`config.mk`:
```
export PLATFORM = sky130hd
export DESIGN_NAME = branch_cluster_top
export DESIGN_NICKNAME = d
export VERILOG_FILES = /design/src/rv32i_types.sv /design/src/branch_cluster_top.sv /design/src/branch_exec.sv /design/src/branch_station_fifo.sv /design/src/branch_dispatch.sv /design/src/br_unit.sv
export VERILOG_INCLUDE_DIRS = /design/src
export SDC_FILE = /design/constraint.sdc
export NUM_CORES = 1
export LEC_CHECK = 0
export BUFFER_PORTS_ARGS = -buffer_cell sky130_fd_sc_hd__buf_2
export CAP_MARGIN = 20
export CORE_UTILIZATION = 40
export CTS_CLUSTER_SIZE = 10
export DETAILED_ROUTE_END_ITERATION = 10
export PLACE_DENSITY_LB_ADDON = 0.15
export SLEW_MARGIN = 20
export SYNTH_ARGS = -nofsm -noshare
export SYNTH_HDL_FRONTEND = slang
export SYNTH_SLANG_ARGS = --single-unit
```
`constraint.sdc`:
```
create_clock -name clk -period 12.6 [get_ports clk]
set_clock_uncertainty 0.05 [all_clocks]
set_input_delay 3.15 -clock clk [delete_from_list [all_inputs] [get_ports clk]]
set_output_delay 3.15 -clock clk [all_outputs]
set_load 0.1 [all_outputs]
```
`src/br_cfg.svh`:
```
`ifndef BR_CFG_SVH
`define BR_CFG_SVH

// number of entries queued between dispatch and execute
// keep this a power of two, the station pointers rely on it
`define BR_STATION_DEPTH 4

// width of the reorder buffer tag carried with each branch
`define BR_ROB_IDX_W 5

// room for later tuning of the cluster
// the link address offset stays fixed at 4 for RV32I
// (no compressed instructions in this core)
`define BR_LINK_OFFSET 32'd4

`endif
```
`src/rv32i_types.sv`:
```
`default_nettype none

`include "br_cfg.svh"

package rv32i_types;

    // major opcodes seen by the branch cluster
    typedef enum logic [6:0] {
        op_b_jal  = 7'b1101111,
        op_b_jalr = 7'b1100111,
        op_b_br   = 7'b1100011
    } rv32i_opcode_t;

    // funct3 encodings of the conditional branches
    typedef enum logic [2:0] {
        branch_f3_beq  = 3'b000,
        branch_f3_bne  = 3'b001,
        branch_f3_blt  = 3'b100,
        branch_f3_bge  = 3'b101,
        branch_f3_bltu = 3'b110,
        branch_f3_bgeu = 3'b111
    } branch_funct3_t;

    // I-type layout, used for jalr
    typedef struct packed {
        logic [11:0] imm_11_0;
        logic [4:0]  rs1;
        logic [2:0]  funct3;
        logic [4:0]  rd;
        logic [6:0]  opcode;
    } inst_i_t;

    // B/J-type layout, scattered immediate bits
    typedef struct packed {
        logic [6:0] imm_hi;
        logic [4:0] rs2;
        logic [4:0] rs1;
        logic [2:0] funct3;
        logic [4:0] imm_lo;
        logic [6:0] opcode;
    } inst_bj_t;

    typedef union packed {
        inst_i_t  i_view;
        inst_bj_t bj_view;
    } inst_word_u;

    // what the rename/issue side hands to the cluster
    typedef struct packed {
        inst_word_u                inst;
        logic [31:0]               pc;
        logic [31:0]               rs1_data;
        logic [31:0]               rs2_data;
        logic [`BR_ROB_IDX_W-1:0]  rd_rob_idx;
        logic                      pred_taken;
        logic [31:0]               pred_target;
    } dispatch_req_t;

    typedef struct packed {
        logic                      valid;
        rv32i_opcode_t             opcode;
        branch_funct3_t            brop;
        logic [31:0]               pc;
        logic [31:0]               inst;
        logic [31:0]               imm_sext;
        logic [31:0]               rs1_data;
        logic [31:0]               rs2_data;
        logic [4:0]                rd_addr;
        logic [4:0]                rs1_addr;
        logic [4:0]                rs2_addr;
        logic [`BR_ROB_IDX_W-1:0]  rd_rob_idx;
        logic                      regf_we;
        logic                      prediction;
        // predicted next pc
        logic [31:0]               pc_new;
    } reservation_station_t;

    typedef struct packed {
        logic                      valid;
        logic [31:0]               pc;
        logic [31:0]               inst;
        logic                      prediction;
        logic [4:0]                rd_addr;
        logic [4:0]                rs1_addr;
        logic [4:0]                rs2_addr;
        logic [`BR_ROB_IDX_W-1:0]  rd_rob_idx;
        logic [31:0]               rd_data;
        logic                      regf_we;
        logic                      br_en;
        logic [31:0]               pc_new;
        logic                      mispredict;
    } to_writeback_t;

endpackage

`default_nettype wire

```
`src/branch_cluster_top.sv`:
```
`timescale 1ns/10ps
`default_nettype none

module branch_cluster_top
    import rv32i_types::*;
    (
        input  logic          clk,
        input  logic          rst_n,
        input  logic          disp_valid,
        input  dispatch_req_t disp_req,
        output logic          disp_ready,
        output logic          wb_valid,
        output to_writeback_t wb_out,
        input  logic          wb_ready,
        output logic          redirect_valid,
        output logic [31:0]   redirect_pc
    );

    logic                 ent_valid;
    logic                 ent_ready;
    reservation_station_t ent;
    logic                 head_valid;
    logic                 head_ready;
    reservation_station_t head;

    branch_dispatch u_dispatch (
        .clk        (clk),
        .rst_n      (rst_n),
        .disp_valid (disp_valid),
        .disp_req   (disp_req),
        .disp_ready (disp_ready),
        .flush      (redirect_valid),
        .ent_valid  (ent_valid),
        .ent        (ent),
        .ent_ready  (ent_ready)
    );

    branch_station_fifo u_station (
        .clk        (clk),
        .rst_n      (rst_n),
        .flush      (redirect_valid),
        .ent_valid  (ent_valid),
        .ent        (ent),
        .ent_ready  (ent_ready),
        .head_valid (head_valid),
        .head       (head),
        .head_ready (head_ready)
    );

    // redirect doubles as the upstream flush
    branch_exec u_exec (
        .clk            (clk),
        .rst_n          (rst_n),
        .head_valid     (head_valid),
        .head           (head),
        .head_ready     (head_ready),
        .wb_valid       (wb_valid),
        .wb_out         (wb_out),
        .wb_ready       (wb_ready),
        .redirect_valid (redirect_valid),
        .redirect_pc    (redirect_pc)
    );

endmodule

`default_nettype wire

```
`src/branch_exec.sv`:
```
`timescale 1ns/10ps
`default_nettype none

`include "br_cfg.svh"

module branch_exec
    import rv32i_types::*;
    (
        input  logic                 clk,
        input  logic                 rst_n,
        input  logic                 head_valid,
        input  reservation_station_t head,
        output logic                 head_ready,
        output logic                 wb_valid,
        output to_writeback_t        wb_out,
        input  logic                 wb_ready,
        output logic                 redirect_valid,
        output logic [31:0]          redirect_pc
    );

    reservation_station_t next_execute;
    to_writeback_t        execute_output;
    to_writeback_t        resolved;

    // stale station slots must not look valid
    always_comb begin
        next_execute       = head;
        next_execute.valid = head_valid;
    end

    br_unit u_br_unit (
        .next_execute   (next_execute),
        .execute_output (execute_output)
    );

    always_comb begin
        resolved            = execute_output;
        resolved.mispredict = (execute_output.br_en != head.prediction) ||
                              (execute_output.br_en && head.prediction &&
                               (execute_output.pc_new != head.pc_new));
    end

    // the entry behind a mispredict is wrong path, keep it out
    assign head_ready = !wb_valid || (wb_ready && !wb_out.mispredict);

    assign redirect_valid = wb_valid && wb_ready && wb_out.mispredict;
    assign redirect_pc    = wb_out.br_en ? wb_out.pc_new : wb_out.pc + `BR_LINK_OFFSET;

    always_ff @(posedge clk) begin
        if (!rst_n) begin
            wb_valid <= 1'b0;
        end else if (head_ready) begin
            wb_valid <= head_valid;
        end else if (wb_ready) begin
            wb_valid <= 1'b0;
        end
    end

    always_ff @(posedge clk) begin
        if (head_ready && head_valid) begin
            wb_out <= resolved;
        end
    end

endmodule

`default_nettype wire

```
`src/branch_station_fifo.sv`:
```
`timescale 1ns/10ps
`default_nettype none

`include "br_cfg.svh"

module branch_station_fifo
    import rv32i_types::*;
    (
        input  logic                 clk,
        input  logic                 rst_n,
        input  logic                 flush,
        input  logic                 ent_valid,
        input  reservation_station_t ent,
        output logic                 ent_ready,
        output logic                 head_valid,
        output reservation_station_t head,
        input  logic                 head_ready
    );

    localparam int DEPTH = `BR_STATION_DEPTH;
    localparam int PTR_W = $clog2(DEPTH);

    reservation_station_t entries [DEPTH];

    // extra msb is the wrap bit
    logic [PTR_W:0] wr_ptr;
    logic [PTR_W:0] rd_ptr;
    logic           full;
    logic           empty;
    logic           do_wr;
    logic           do_rd;

    assign empty = (wr_ptr == rd_ptr);
    assign full  = (wr_ptr[PTR_W] != rd_ptr[PTR_W]) &&
                   (wr_ptr[PTR_W-1:0] == rd_ptr[PTR_W-1:0]);

    // a full station still takes a write when the head leaves
    assign ent_ready  = !full || head_ready;
    assign head_valid = !empty;
    assign head       = entries[rd_ptr[PTR_W-1:0]];

    assign do_wr = ent_valid && ent_ready;
    assign do_rd = head_valid && head_ready;

    always_ff @(posedge clk) begin
        if (!rst_n || flush) begin
            wr_ptr <= '0;
            rd_ptr <= '0;
        end else begin
            if (do_wr) begin
                wr_ptr <= wr_ptr + 1'b1;
            end
            if (do_rd) begin
                rd_ptr <= rd_ptr + 1'b1;
            end
        end
    end

    always_ff @(posedge clk) begin
        if (do_wr) begin
            entries[wr_ptr[PTR_W-1:0]] <= ent;
        end
    end

endmodule

`default_nettype wire

```
`src/branch_dispatch.sv`:
```
`timescale 1ns/10ps
`default_nettype none

`include "br_cfg.svh"

module branch_dispatch
    import rv32i_types::*;
    (
        input  logic                 clk,
        input  logic                 rst_n,
        input  logic                 disp_valid,
        input  dispatch_req_t        disp_req,
        output logic                 disp_ready,
        input  logic                 flush,
        output logic                 ent_valid,
        output reservation_station_t ent,
        input  logic                 ent_ready
    );

    inst_word_u           word;
    reservation_station_t dec;

    assign word = disp_req.inst;

    // nothing enters on the redirect edge
    assign disp_ready = !flush && (!ent_valid || ent_ready);

    always_comb begin
        dec            = '0;
        dec.valid      = 1'b1;
        dec.opcode     = rv32i_opcode_t'(word.i_view.opcode);
        dec.brop       = branch_funct3_t'(word.i_view.funct3);
        dec.pc         = disp_req.pc;
        dec.inst       = word;
        dec.rs1_data   = disp_req.rs1_data;
        dec.rs2_data   = disp_req.rs2_data;
        dec.rd_rob_idx = disp_req.rd_rob_idx;
        dec.prediction = disp_req.pred_taken;

        unique case (dec.opcode)
            op_b_jal: begin
                dec.imm_sext = {{12{word.bj_view.imm_hi[6]}}, word.bj_view.rs1,
                                word.bj_view.funct3, word.bj_view.rs2[0],
                                word.bj_view.imm_hi[5:0], word.bj_view.rs2[4:1], 1'b0};
                dec.rd_addr  = word.i_view.rd;
                dec.regf_we  = (word.i_view.rd != 5'd0);
            end
            op_b_jalr: begin
                dec.imm_sext = {{20{word.i_view.imm_11_0[11]}}, word.i_view.imm_11_0};
                dec.rd_addr  = word.i_view.rd;
                dec.rs1_addr = word.i_view.rs1;
                dec.regf_we  = (word.i_view.rd != 5'd0);
            end
            op_b_br: begin
                dec.imm_sext = {{20{word.bj_view.imm_hi[6]}}, word.bj_view.imm_lo[0],
                                word.bj_view.imm_hi[5:0], word.bj_view.imm_lo[4:1], 1'b0};
                dec.rs1_addr = word.bj_view.rs1;
                dec.rs2_addr = word.bj_view.rs2;
            end
            default: begin
                // not a branch, resolves as a no-op
                dec.imm_sext = '0;
            end
        endcase

        dec.pc_new = disp_req.pred_taken ? disp_req.pred_target
                                         : disp_req.pc + `BR_LINK_OFFSET;
    end

    // one-entry skid register
    always_ff @(posedge clk) begin
        if (!rst_n || flush) begin
            ent_valid <= 1'b0;
        end else if (disp_valid && disp_ready) begin
            ent_valid <= 1'b1;
        end else if (ent_ready) begin
            ent_valid <= 1'b0;
        end
    end

    always_ff @(posedge clk) begin
        if (disp_valid && disp_ready) begin
            ent <= dec;
        end
    end

endmodule

`default_nettype wire

```
`src/br_unit.sv`:
```
`timescale 1ns/10ps
`default_nettype none

`include "br_cfg.svh"

module br_unit
    import rv32i_types::*;
    (
        input  reservation_station_t next_execute,
        output to_writeback_t        execute_output
    );

    logic [31:0] base;
    logic [31:0] offset;
    logic [31:0] target;
    logic [31:0] link_data;
    logic        br_en;
    logic        rs_eq;
    logic        rs_lt_s;
    logic        rs_lt_u;

    // shared comparators for the six conditions
    assign rs_eq   = (next_execute.rs1_data == next_execute.rs2_data);
    assign rs_lt_s = ($signed(next_execute.rs1_data) < $signed(next_execute.rs2_data));
    assign rs_lt_u = (next_execute.rs1_data < next_execute.rs2_data);

    always_comb begin
        base      = '0;
        offset    = '0;
        br_en     = 1'b0;
        link_data = '0;

        if (next_execute.valid) begin
            unique case (next_execute.opcode)
                op_b_jal: begin
                    base      = next_execute.pc;
                    offset    = next_execute.imm_sext;
                    br_en     = 1'b1;
                    link_data = next_execute.pc + `BR_LINK_OFFSET;
                end
                op_b_jalr: begin
                    // register relative jump
                    base      = next_execute.rs1_data;
                    offset    = next_execute.imm_sext;
                    br_en     = 1'b1;
                    link_data = next_execute.pc + `BR_LINK_OFFSET;
                end
                op_b_br: begin
                    base   = next_execute.pc;
                    offset = next_execute.imm_sext;
                    unique case (next_execute.brop)
                        branch_f3_beq:  br_en = rs_eq;
                        branch_f3_bne:  br_en = !rs_eq;
                        branch_f3_blt:  br_en = rs_lt_s;
                        branch_f3_bge:  br_en = !rs_lt_s;
                        branch_f3_bltu: br_en = rs_lt_u;
                        branch_f3_bgeu: br_en = !rs_lt_u;
                        default:        br_en = 1'b0;
                    endcase
                end
                default: begin
                    br_en = 1'b0;
                end
            endcase
        end
    end

    assign target = base + offset;

    always_comb begin
        execute_output = '0;
        if (next_execute.valid) begin
            execute_output.valid      = 1'b1;
            execute_output.pc         = next_execute.pc;
            execute_output.inst       = next_execute.inst;
            execute_output.prediction = next_execute.prediction;
            execute_output.rd_addr    = next_execute.rd_addr;
            execute_output.rs1_addr   = next_execute.rs1_addr;
            execute_output.rs2_addr   = next_execute.rs2_addr;
            execute_output.rd_rob_idx = next_execute.rd_rob_idx;
            execute_output.rd_data    = link_data;
            execute_output.regf_we    = next_execute.regf_we;
            execute_output.br_en      = br_en;
            // not taken keeps the front end's guess
            execute_output.pc_new     = br_en ? target : next_execute.pc_new;
        end
    end

endmodule

`default_nettype wire

```
==> summary.md, run 1 <==
| Metric | Value |
|---|---|
| Power per Cell Area | `244 nW/um2` |
| CP Data Required Time | `roughly 13 ns` |
| Sequential fraction of the synthesis area | `0.737` |
| Total grt overflow | `0` |
| Syn nets | `2966` |
| Post-CTS Hold Fix Bufs | `0` |
| Hold Path Origin | `u_dispatch.ent_valid$_SDFFE_PP0P_` |
| Fraction of layout cells with a size suffix above 1 | `0.248` |
| CP Max Fanout | `66` |
| Antenna Nets Post-Route | `0` |
| CP arrival | `8.13 ns` |
| Synthesis-to-finish area growth | `16.3%` |
| Unrepaired setup endpoints after global routing | `no` |
| # setup viols final | `0` |
| Distinct cells, synth | `between 70 and 80` |
| R2r setup slk | `4.92 ns` |
| RePlAce Congestion | `just under 0.9` |
| Die area | `121000 um2` |
| Worst-Margin Slew | `1.18 ns` |
| # rows | `between 100 and 150` |
| CTS max path bufs | `3` |
| Warnings, synthesis | `0` |
| Critical Path Start Type | `flop` |
| Post-synth EDFFs | `1168` |
| Synthesized cell area | `47900 um2` |
| Total track usage | `0.207` |
| Resize count post-CTS | `0` |
| Cell area after layout | `55700 um2` |
| # Post-CTS Setup Buffers | `0` |
| Via density | `5.35` |
| Final worst setup slack | `between 4 and 5 ns` |
| Vias | `25700` |
| Layout Nets | `between 3000 and 4000` |
| Drt initial violations | `between 2000 and 2500` |
| Pin count of the biggest net entering global routing | `around 140` |
| Post-placement setup slack | `around 4.9 ns` |
| DRC | `0` |
| Hpwl dp | `approximately 85000 um` |
| DP Area | `51700 um2` |
| First-pass GRT wire length | `181000 um` |
| Synthesized area per cell | `17.6 um2` |
| Most frequent cells in the layout | `1168 x edfxtp_1, 357 x buf_2, 200 x mux4_2, 160 x nor2_1, 155 x nand2_1` |
| Max-slew violations | `0` |
| PortBufs | `between 300 and 400` |
| Main synth FF type | `edfxtp_1` |
| Share of the synthesized area in the top cell type | `0.733` |
| Slew margin rel. | `0.216` |
| Fillcell total | `10200` |
| CTS buffer count | `approximately 140` |
| Clk sinks | `1178` |
| Initial core utilization | `0.404` |
| Clock latency on the worst-skew pair | `roughly 0.75 ns` |
| Io pins | `358` |
| Chip Width | `348 um` |
| Fraction of registers with async set/reset | `0` |
| H-tree depth | `4` |
| Routed length per instance | `between 20 and 30 um` |
| Clock root cell | `clkbuf_16` |
| Final hold vios | `0` |
| Core area | `118000 um2` |
| Clock slew at reported path FFs | `0.07 ns` |
| Worst flop-to-flop path endpoint | `u_exec.wb_out[0]$_DFFE_PP_` |
| TritonCTS clock tree | `built` |
| Leakage power | `approximately 19 nW` |
| Initial antenna violation count | `24` |
| Hold Crit Depth | `2` |
| Top post-synthesis cells by area | `edfxtp_1 73%, mux4_2 9.4%, ha_1 1.9%` |
| Commonest non-fill, non-tap cell in the layout | `edfxtp_1` |
| Worst hold-check path type | `reg -> reg` |
| Post-layout min period | `between 7 and 8 ns` |
| Vias in the first global route | `around 26000` |
| WL final | `125000 um` |
| R2R depth | `17` |
| Status | `finished clean` |
| Synth area leader | `edfxtp_1` |
| Critical Path End Type | `flop` |
| Drt pass-1 iters | `6` |
| Post-synthesis cell count | `2723` |
| Die H | `348 um` |
| Top achievable clock speed | `130 MHz` |
| Hold endpoint | `u_dispatch.ent_valid$_SDFFE_PP0P_` |
| Max Cap Viol | `0` |
| Final period util | `0.610` |
| Worst IR Drop VDD | `roughly 0.00042 V` |
| #FFs+latches synth | `1178` |
| WS Path Type | `reg -> reg` |
[worst max path at each step]
stage / from / cells past startpoint / slack [ns] / endpoint
final: flop / 17 / 4.92 / u_exec.wb_out[0]$_DFFE_PP_
after global routing: flop / 21 / 4.35 / u_exec.wb_out[0]$_DFFE_PP_
after CTS: flop / 17 / 4.84 / u_exec.wb_out[0]$_DFFE_PP_
after detailed placement: flop / 21 / 4.88 / u_exec.wb_out[0]$_DFFE_PP_
after global placement: flop / 17 / 4.91 / u_exec.wb_out[0]$_DFFE_PP_
after floorplan: wb_ready / 6 / -0.41 / u_station.entries[0][0]$_DFFE_PP_
[cell families (layout without fill, tap and decap cells)]
logic type               count (synthesis)  in the layout  share of synthesized area
AO/OA/AOI/OAI                          301            301                     0.0403
XOR/XNOR                               111            111                     0.0203
adder cells (fa/ha/maj)                 73             73                     0.0192
buffers and inverters                  183            654                     0.0154
flip-flops                            1178           1178                      0.737
multiplexers                           231            231                      0.101
other                                    0              8                          0
AND/OR/NAND/NOR                        646            646                     0.0670
[critical path: stages, from the launching register on]
cell and delay, ns:
dfxtp_4 0.86, buf_4 0.93, buf_4 0.91, mux4_2 0.39, a22oi_1 0.09, or2_2 0.33
fa_1 0.47, nor2b_1 0.21, o21bai_1 0.13, a2111oi_2 0.58, o31ai_1 0.28, o31ai_1 0.57
o21a_1 0.25, xor2_1 0.10, a221o_1 0.35, a2111o_1 0.41, nor4_1 0.25, nor2_1 0.07
[area by class of cell]
class                   instances  area, um2  share of cell area
inverters                      72        272             0.00488
diodes                          8       20.0            0.000360
flip-flops and latches       1178      35300               0.634
clock inverters                18        342             0.00613
repair buffers                396       2240              0.0402
clock buffers                 168       3630              0.0652
multi-input cells            1362      11900               0.214
well taps                    1600       2000              0.0360
[report_power, final]
group / internal [mW] / leakage [nW] / total [mW] / switching, mW
sequential: 4.94 / 11.0 / 5.30 / 0.354
combinational: 0.916 / 5.99 / 4.70 / 3.78
clock: 2.06 / 1.92 / 3.58 / 1.52
total: 7.92 / 18.9 / 13.6 / 5.65
[state kept, by name, summed over array words and instances, names as in the netlist, named ones only]
signal / count
u_station.wr_ptr: 3
u_exec.wb_valid: 1
u_station.rd_ptr: 3
u_dispatch.ent: 203
u_station.entries: 812
u_exec.wb_out: 153
u_dispatch.ent_valid: 1
[cell usage after synthesis (all sizes together), types with 3 or more instances]
cell type	number
edfxtp	1168
mux4	200
nor2	165
nand2	155
and2	105
o21ai	103
clkbuf	73
ha	72
inv	72
a21oi	66
xor2	63
nand3	50
xnor2	48
nor2b	44
buf	38
a22oi	35
nand4	32
mux2i	23
nor3	21
and3	20
o21a	14
nor4	13
or3	12
dfxtp	10
a211oi	9
mux2	8
nand2b	7
nor3b	6
o2111ai	6
o31a	6
o31ai	6
a2111oi	5
o211ai	5
or4	5
a21o	4
a221oi	4
a22o	4
a211o	3
o221ai	3
or2	3
[routing by layer]
metal	global-route usage	up-vias	share of wire
met5	0	-	0.00055
met4	0.0637	12	0.026
met3	0.0454	160	0.061
met2	0.345	762	0.50
met1	0.270	13300	0.41
li1	-	11500	-
[per-stage QoR]
stage	cells	util	setup TNS, ns	hold slack (ns)	power (mW)
after floorplan	2723	-	-250.67	0.400	8.96
after global placement	4602	0.435	0	0.413	10.1
after detailed placement	4607	0.436	0	0.424	10.1
after CTS	4793	0.470	0	0.431	13.7
after global routing	4795	0.470	0	0.453	14.1
final	4802	0.470	0	0.436	13.6
Note: power is estimated with default switching activity, not from simulation.
==> run 2, diff against run 1 <==
--- a/config.mk
+++ b/config.mk
@@ -6,6 +6,7 @@
 export SDC_FILE = /design/constraint.sdc
 export NUM_CORES = 1
 export LEC_CHECK = 0
+export ABC_AREA = 1
 export BUFFER_PORTS_ARGS = -buffer_cell sky130_fd_sc_hd__buf_2
 export CAP_MARGIN = 20
 export CORE_UTILIZATION = 40
==> constraint.sdc (replaced) <==
create_clock -name clk -period 7.11 [get_ports clk]
set_clock_uncertainty 0.05 [all_clocks]
set_input_delay 1.7775 -clock clk [delete_from_list [all_inputs] [get_ports clk]]
set_output_delay 1.7775 -clock clk [all_outputs]
set_load 0.1 [all_outputs]
==> summary.md, run 2 <==
| Metric | Value |
|---|---|
| Post-layout min period | `6.79 ns` |
| Fillcell total | `11300 (+11%)` |
| Drt initial violations | `2907 (+40%)` |
| Hold Worst Slack | `0.426 ns (-0.00963 ns)` |
| Worst hold-check path type | `reg -> reg` |
| Post-placement setup slack | `0.973 ns (-3.91 ns)` |
| Die H | `355 um (+1.9%)` |
| Total track usage | `0.222 (+0.0155)` |
| Initial core utilization | `0.403 (-0.00148)` |
| Drt pass-1 iters | `6 (unchanged)` |
| Synth Area in Compound Gates | `0.0921 (+0.0518)` |
| Sequential fraction of the synthesis area | `0.709 (-0.0277)` |
| Vias | `32500 (+26%)` |
| Post-CTS Hold Fix Bufs | `0 (unchanged)` |
| Worst IR Drop VDD | `0.000583 V (+39%)` |
| DRC | `0 (unchanged)` |
| Post-Synth XOR/XNOR Area | `0.0114 (-0.00886)` |
| Pin count of the biggest net entering global routing | `133 (-5.7%)` |
| Share of the synthesized area in the top cell type | `0.705 (-0.0276)` |
| Clock latency on the worst-skew pair | `0.74 ns (about the same)` |
| CP cell instances | `nand3_1 > nor2_1 > inv_1 > nor2_1 > inv_1 > nor2_1 > inv_1 > nor3_1 > nand3_1 > nor2_1 > nand3_1 > nor4_1 > nand4_1 > xnor2_1 > nand2_1 > nand2_1 > buf_2` |
| Commonest non-fill, non-tap cell in the layout | `edfxtp_1` |
| # Post-CTS Setup Buffers | `0 (unchanged)` |
| Most frequent cells after synthesis | `1168 x edfxtp_1, 822 x nand2_1, 436 x nor2_1, 327 x inv_1, 274 x o21ai_0` |
| Post-synth EDFFs | `1168 (unchanged)` |
| Clock root cell | `clkbuf_16` |
| Post-synthesis cell count | `4094 (+50%)` |
| Routed length per instance | `23.0 um (-12%)` |
| Post-synthesis mux area share | `0 (-0.101)` |
| # setup viols final | `0 (unchanged)` |
| Clk sinks | `1178 (unchanged)` |
| NetSw | `11.7 mW (+110%)` |
| Max-slew violations | `0 (unchanged)` |
| Most common cell in the synthesized netlist | `edfxtp_1` |
| Final hold vios | `0 (unchanged)` |
| Cell depth of the worst setup path | `17 (unchanged)` |
| Power per Cell Area | `454 nW/um2 (+86%)` |
| Setup TNS | `0 ns (unchanged)` |
| WL final | `141000 um (+13%)` |
| Delay-heaviest family, CP | `simple AND/OR/NAND/NOR gates` |
| CTS max path bufs | `3 (unchanged)` |
| First-pass GRT wire length | `207000 um (+14%)` |
| Inst Count DP | `5962 (+29%)` |
| Unrepaired setup endpoints after global routing | `no` |
| Util after Layout | `0.463 (-0.00681)` |
| Hold Crit Depth | `1 (-1)` |
| Synth area leader | `edfxtp_1` |
| Sequential share of power | `0.362 (-0.028)` |
| Fraction of layout cells with a size suffix above 1 | `0.144 (-0.103)` |
| Most common cell on crit path | `nor2_1` |
| Io pins | `358 (unchanged)` |
| Synthesized area per cell | `12.1 um2 (-31%)` |
| Max Cap Viol | `0 (unchanged)` |
| Layout Nets | `4710 (+39%)` |
| Warnings, synthesis | `0 (unchanged)` |
| Crit path launch | `u_exec.wb_out[122]$_SDFFCE_PN0P_` |
| CTS buffer count | `140 (+0.72%)` |
| R2r setup slk | `0.98 ns (-3.94 ns)` |
| Syn nets | `4337 (+46%)` |
| Top achievable clock speed | `147 MHz` |
| Adder-cell share of the synthesized area | `0.0185 (-0.000724)` |
| Final worst setup slack | `0.316 ns (-4.60 ns)` |
| Via density | `5.28 (-1.3%)` |
| Critical path's slowest cell | `nor4_1` |
| R2R depth | `35 (+18)` |
| Final period util | `0.956` |
| Status | `finished clean` |
| Hold Path Origin | `u_station.wr_ptr[2]$_SDFFE_PP0P_` |
| CP Data Required Time | `5.28 ns (-7.76 ns)` |
| Synthesized cell area | `49700 um2 (+3.9%)` |
| TritonCTS clock tree | `built` |
| RePlAce Congestion | `0.924 (+5.4%)` |
| # rows | `129 (+2.4%)` |
| Leakage power | `21.8 nW (+16%)` |
| #FFs+latches synth | `1178 (unchanged)` |
| Resize count post-CTS | `0 (unchanged)` |
| Die area | `126000 um2 (+3.9%)` |
| CP Max Fanout | `4 (-94%)` |
| Net Sw Frac | `0.450 (+0.0336)` |
| Critical Path End Type | `output pin` |
| Fraction of registers with async set/reset | `0 (unchanged)` |
| Combinational family with the most area after synthesis | `simple AND/OR/NAND/NOR gates` |
| Distinct cells, synth | `62 (-21%)` |
| Number of flip-flops in the largest register | `812 (unchanged)` |
| Initial antenna violation count | `10 (-58%)` |
| H-tree depth | `4 (unchanged)` |
| Vias in the first global route | `31000 (+17%)` |
| Worst path bufs/invs | `4 (+2)` |
| Worst-Margin Slew | `1.11 ns (-0.0700 ns)` |
| Slew margin rel. | `0.263 (+0.0467)` |
| Core area | `123000 um2 (+4.3%)` |
| Total grt overflow | `0 (unchanged)` |
| Top post-synthesis cells by area | `edfxtp_1 71%, nand2_1 6.2%, nor2_1 3.3%` |
| Hpwl dp | `91200 um (+7.8%)` |
| PortBufs | `357 (unchanged)` |
| Chip Width | `355 um (+1.9%)` |
| Main synth FF type | `edfxtp_1` |
| Most frequent cells in the layout | `1168 x edfxtp_1, 822 x nand2_1, 430 x nor2_1, 357 x buf_2, 325 x inv_1` |
| Clock network fraction of total power | `0.243 (-0.021)` |
| WS Path Type | `reg -> out` |
| Clock slew at reported path FFs | `0.05 ns (-0.02 ns)` |
| Critical Path Start Type | `flop` |
| Simple-gate area share of the yosys netlist | `0.124 (+0.0568)` |
| Antenna Nets Post-Route | `0 (unchanged)` |
| Synthesis-to-finish area growth | `15.1%` |
| CP arrival | `4.97 ns (-3.16 ns)` |
| Logic pwr share | `0.396 (+0.050)` |
| Max incr delay on CP | `0.52 ns (-0.41 ns)` |
| P_int | `14.3 mW (+80%)` |
| Final cell count without fillers | `6152 (+28%)` |
==> run 2: cell count changes after synthesis, sizes merged, moves of 47 or more <==
cell / before / now
nand3: 50 / 97
nor2: 165 / 442
inv: 72 / 341
a21oi: 66 / 204
o21ai: 103 / 287
o22ai: 1 / 87
mux4: 200 / 0
a32oi: 1 / 60
nand2: 155 / 833
and2: 105 / 2
==> run 2: final cells by class <==
type | count | area [um2] | area share
sequential | 1178 | 35300 | 0.616
multi-input combinational | 2382 | 12300 | 0.214
clock buffer | 166 | 3620 | 0.0633
timing repair buffer | 421 | 2440 | 0.0427
tap | 1637 | 2050 | 0.0358
inverter | 344 | 1320 | 0.0230
clock inverter | 22 | 253 | 0.00442
antenna | 2 | 5.00 | 0.0000875
==> run 2: through the flow <==
step / power [mW] / cell area, um2
after CTS: 26.2 / 57200
after global placement: 19.9 / 53300
after floorplan: 17.3 / 49800
after detailed placement: 19.9 / 53300
final: 26.0 / 57200
after global routing: 27.1 / 57200
==> run 2: kinds of logic (layout without fill, tap and decap cells) <==
logic type,Yosys count,after routing
DFF,1178,1178
AOI/OAI and AO/OA,749,749
xor gates and xnor gates,65,65
adders and majority gates,73,73
and+or+nand+nor,1495,1495
buffers and inverters,534,953
other,0,2
==> run 2: metal layers <==
| layer | wire length [um] | GRT usage |
|---|---|---|
| met1 | 61200 | 0.301 |
| met2 | 69300 | 0.373 |
| met3 | 7800 | 0.0343 |
| met4 | 3000 | 0.0583 |
| met5 | 22 | 0 |
==> run 2: power by group through the flow <==
stage	registers, mW	logic, mW	clock network [mW]
floorplan	12.7	4.53	0
global placement	9.53	10.3	0
detailed placement	9.52	10.4	0
CTS	9.40	10.4	6.46
global route	9.48	10.9	6.71
finish	9.39	10.3	6.31
==> run 2: final timing paths <==
path                                           end
setup / recovery                   redirect_pc[31]
hold / removal    u_station.wr_ptr[2]$_SDFFE_PP0P_
setup reg to reg        u_exec.wb_out[0]$_DFFE_PP_
hold reg to reg   u_station.wr_ptr[2]$_SDFFE_PP0P_
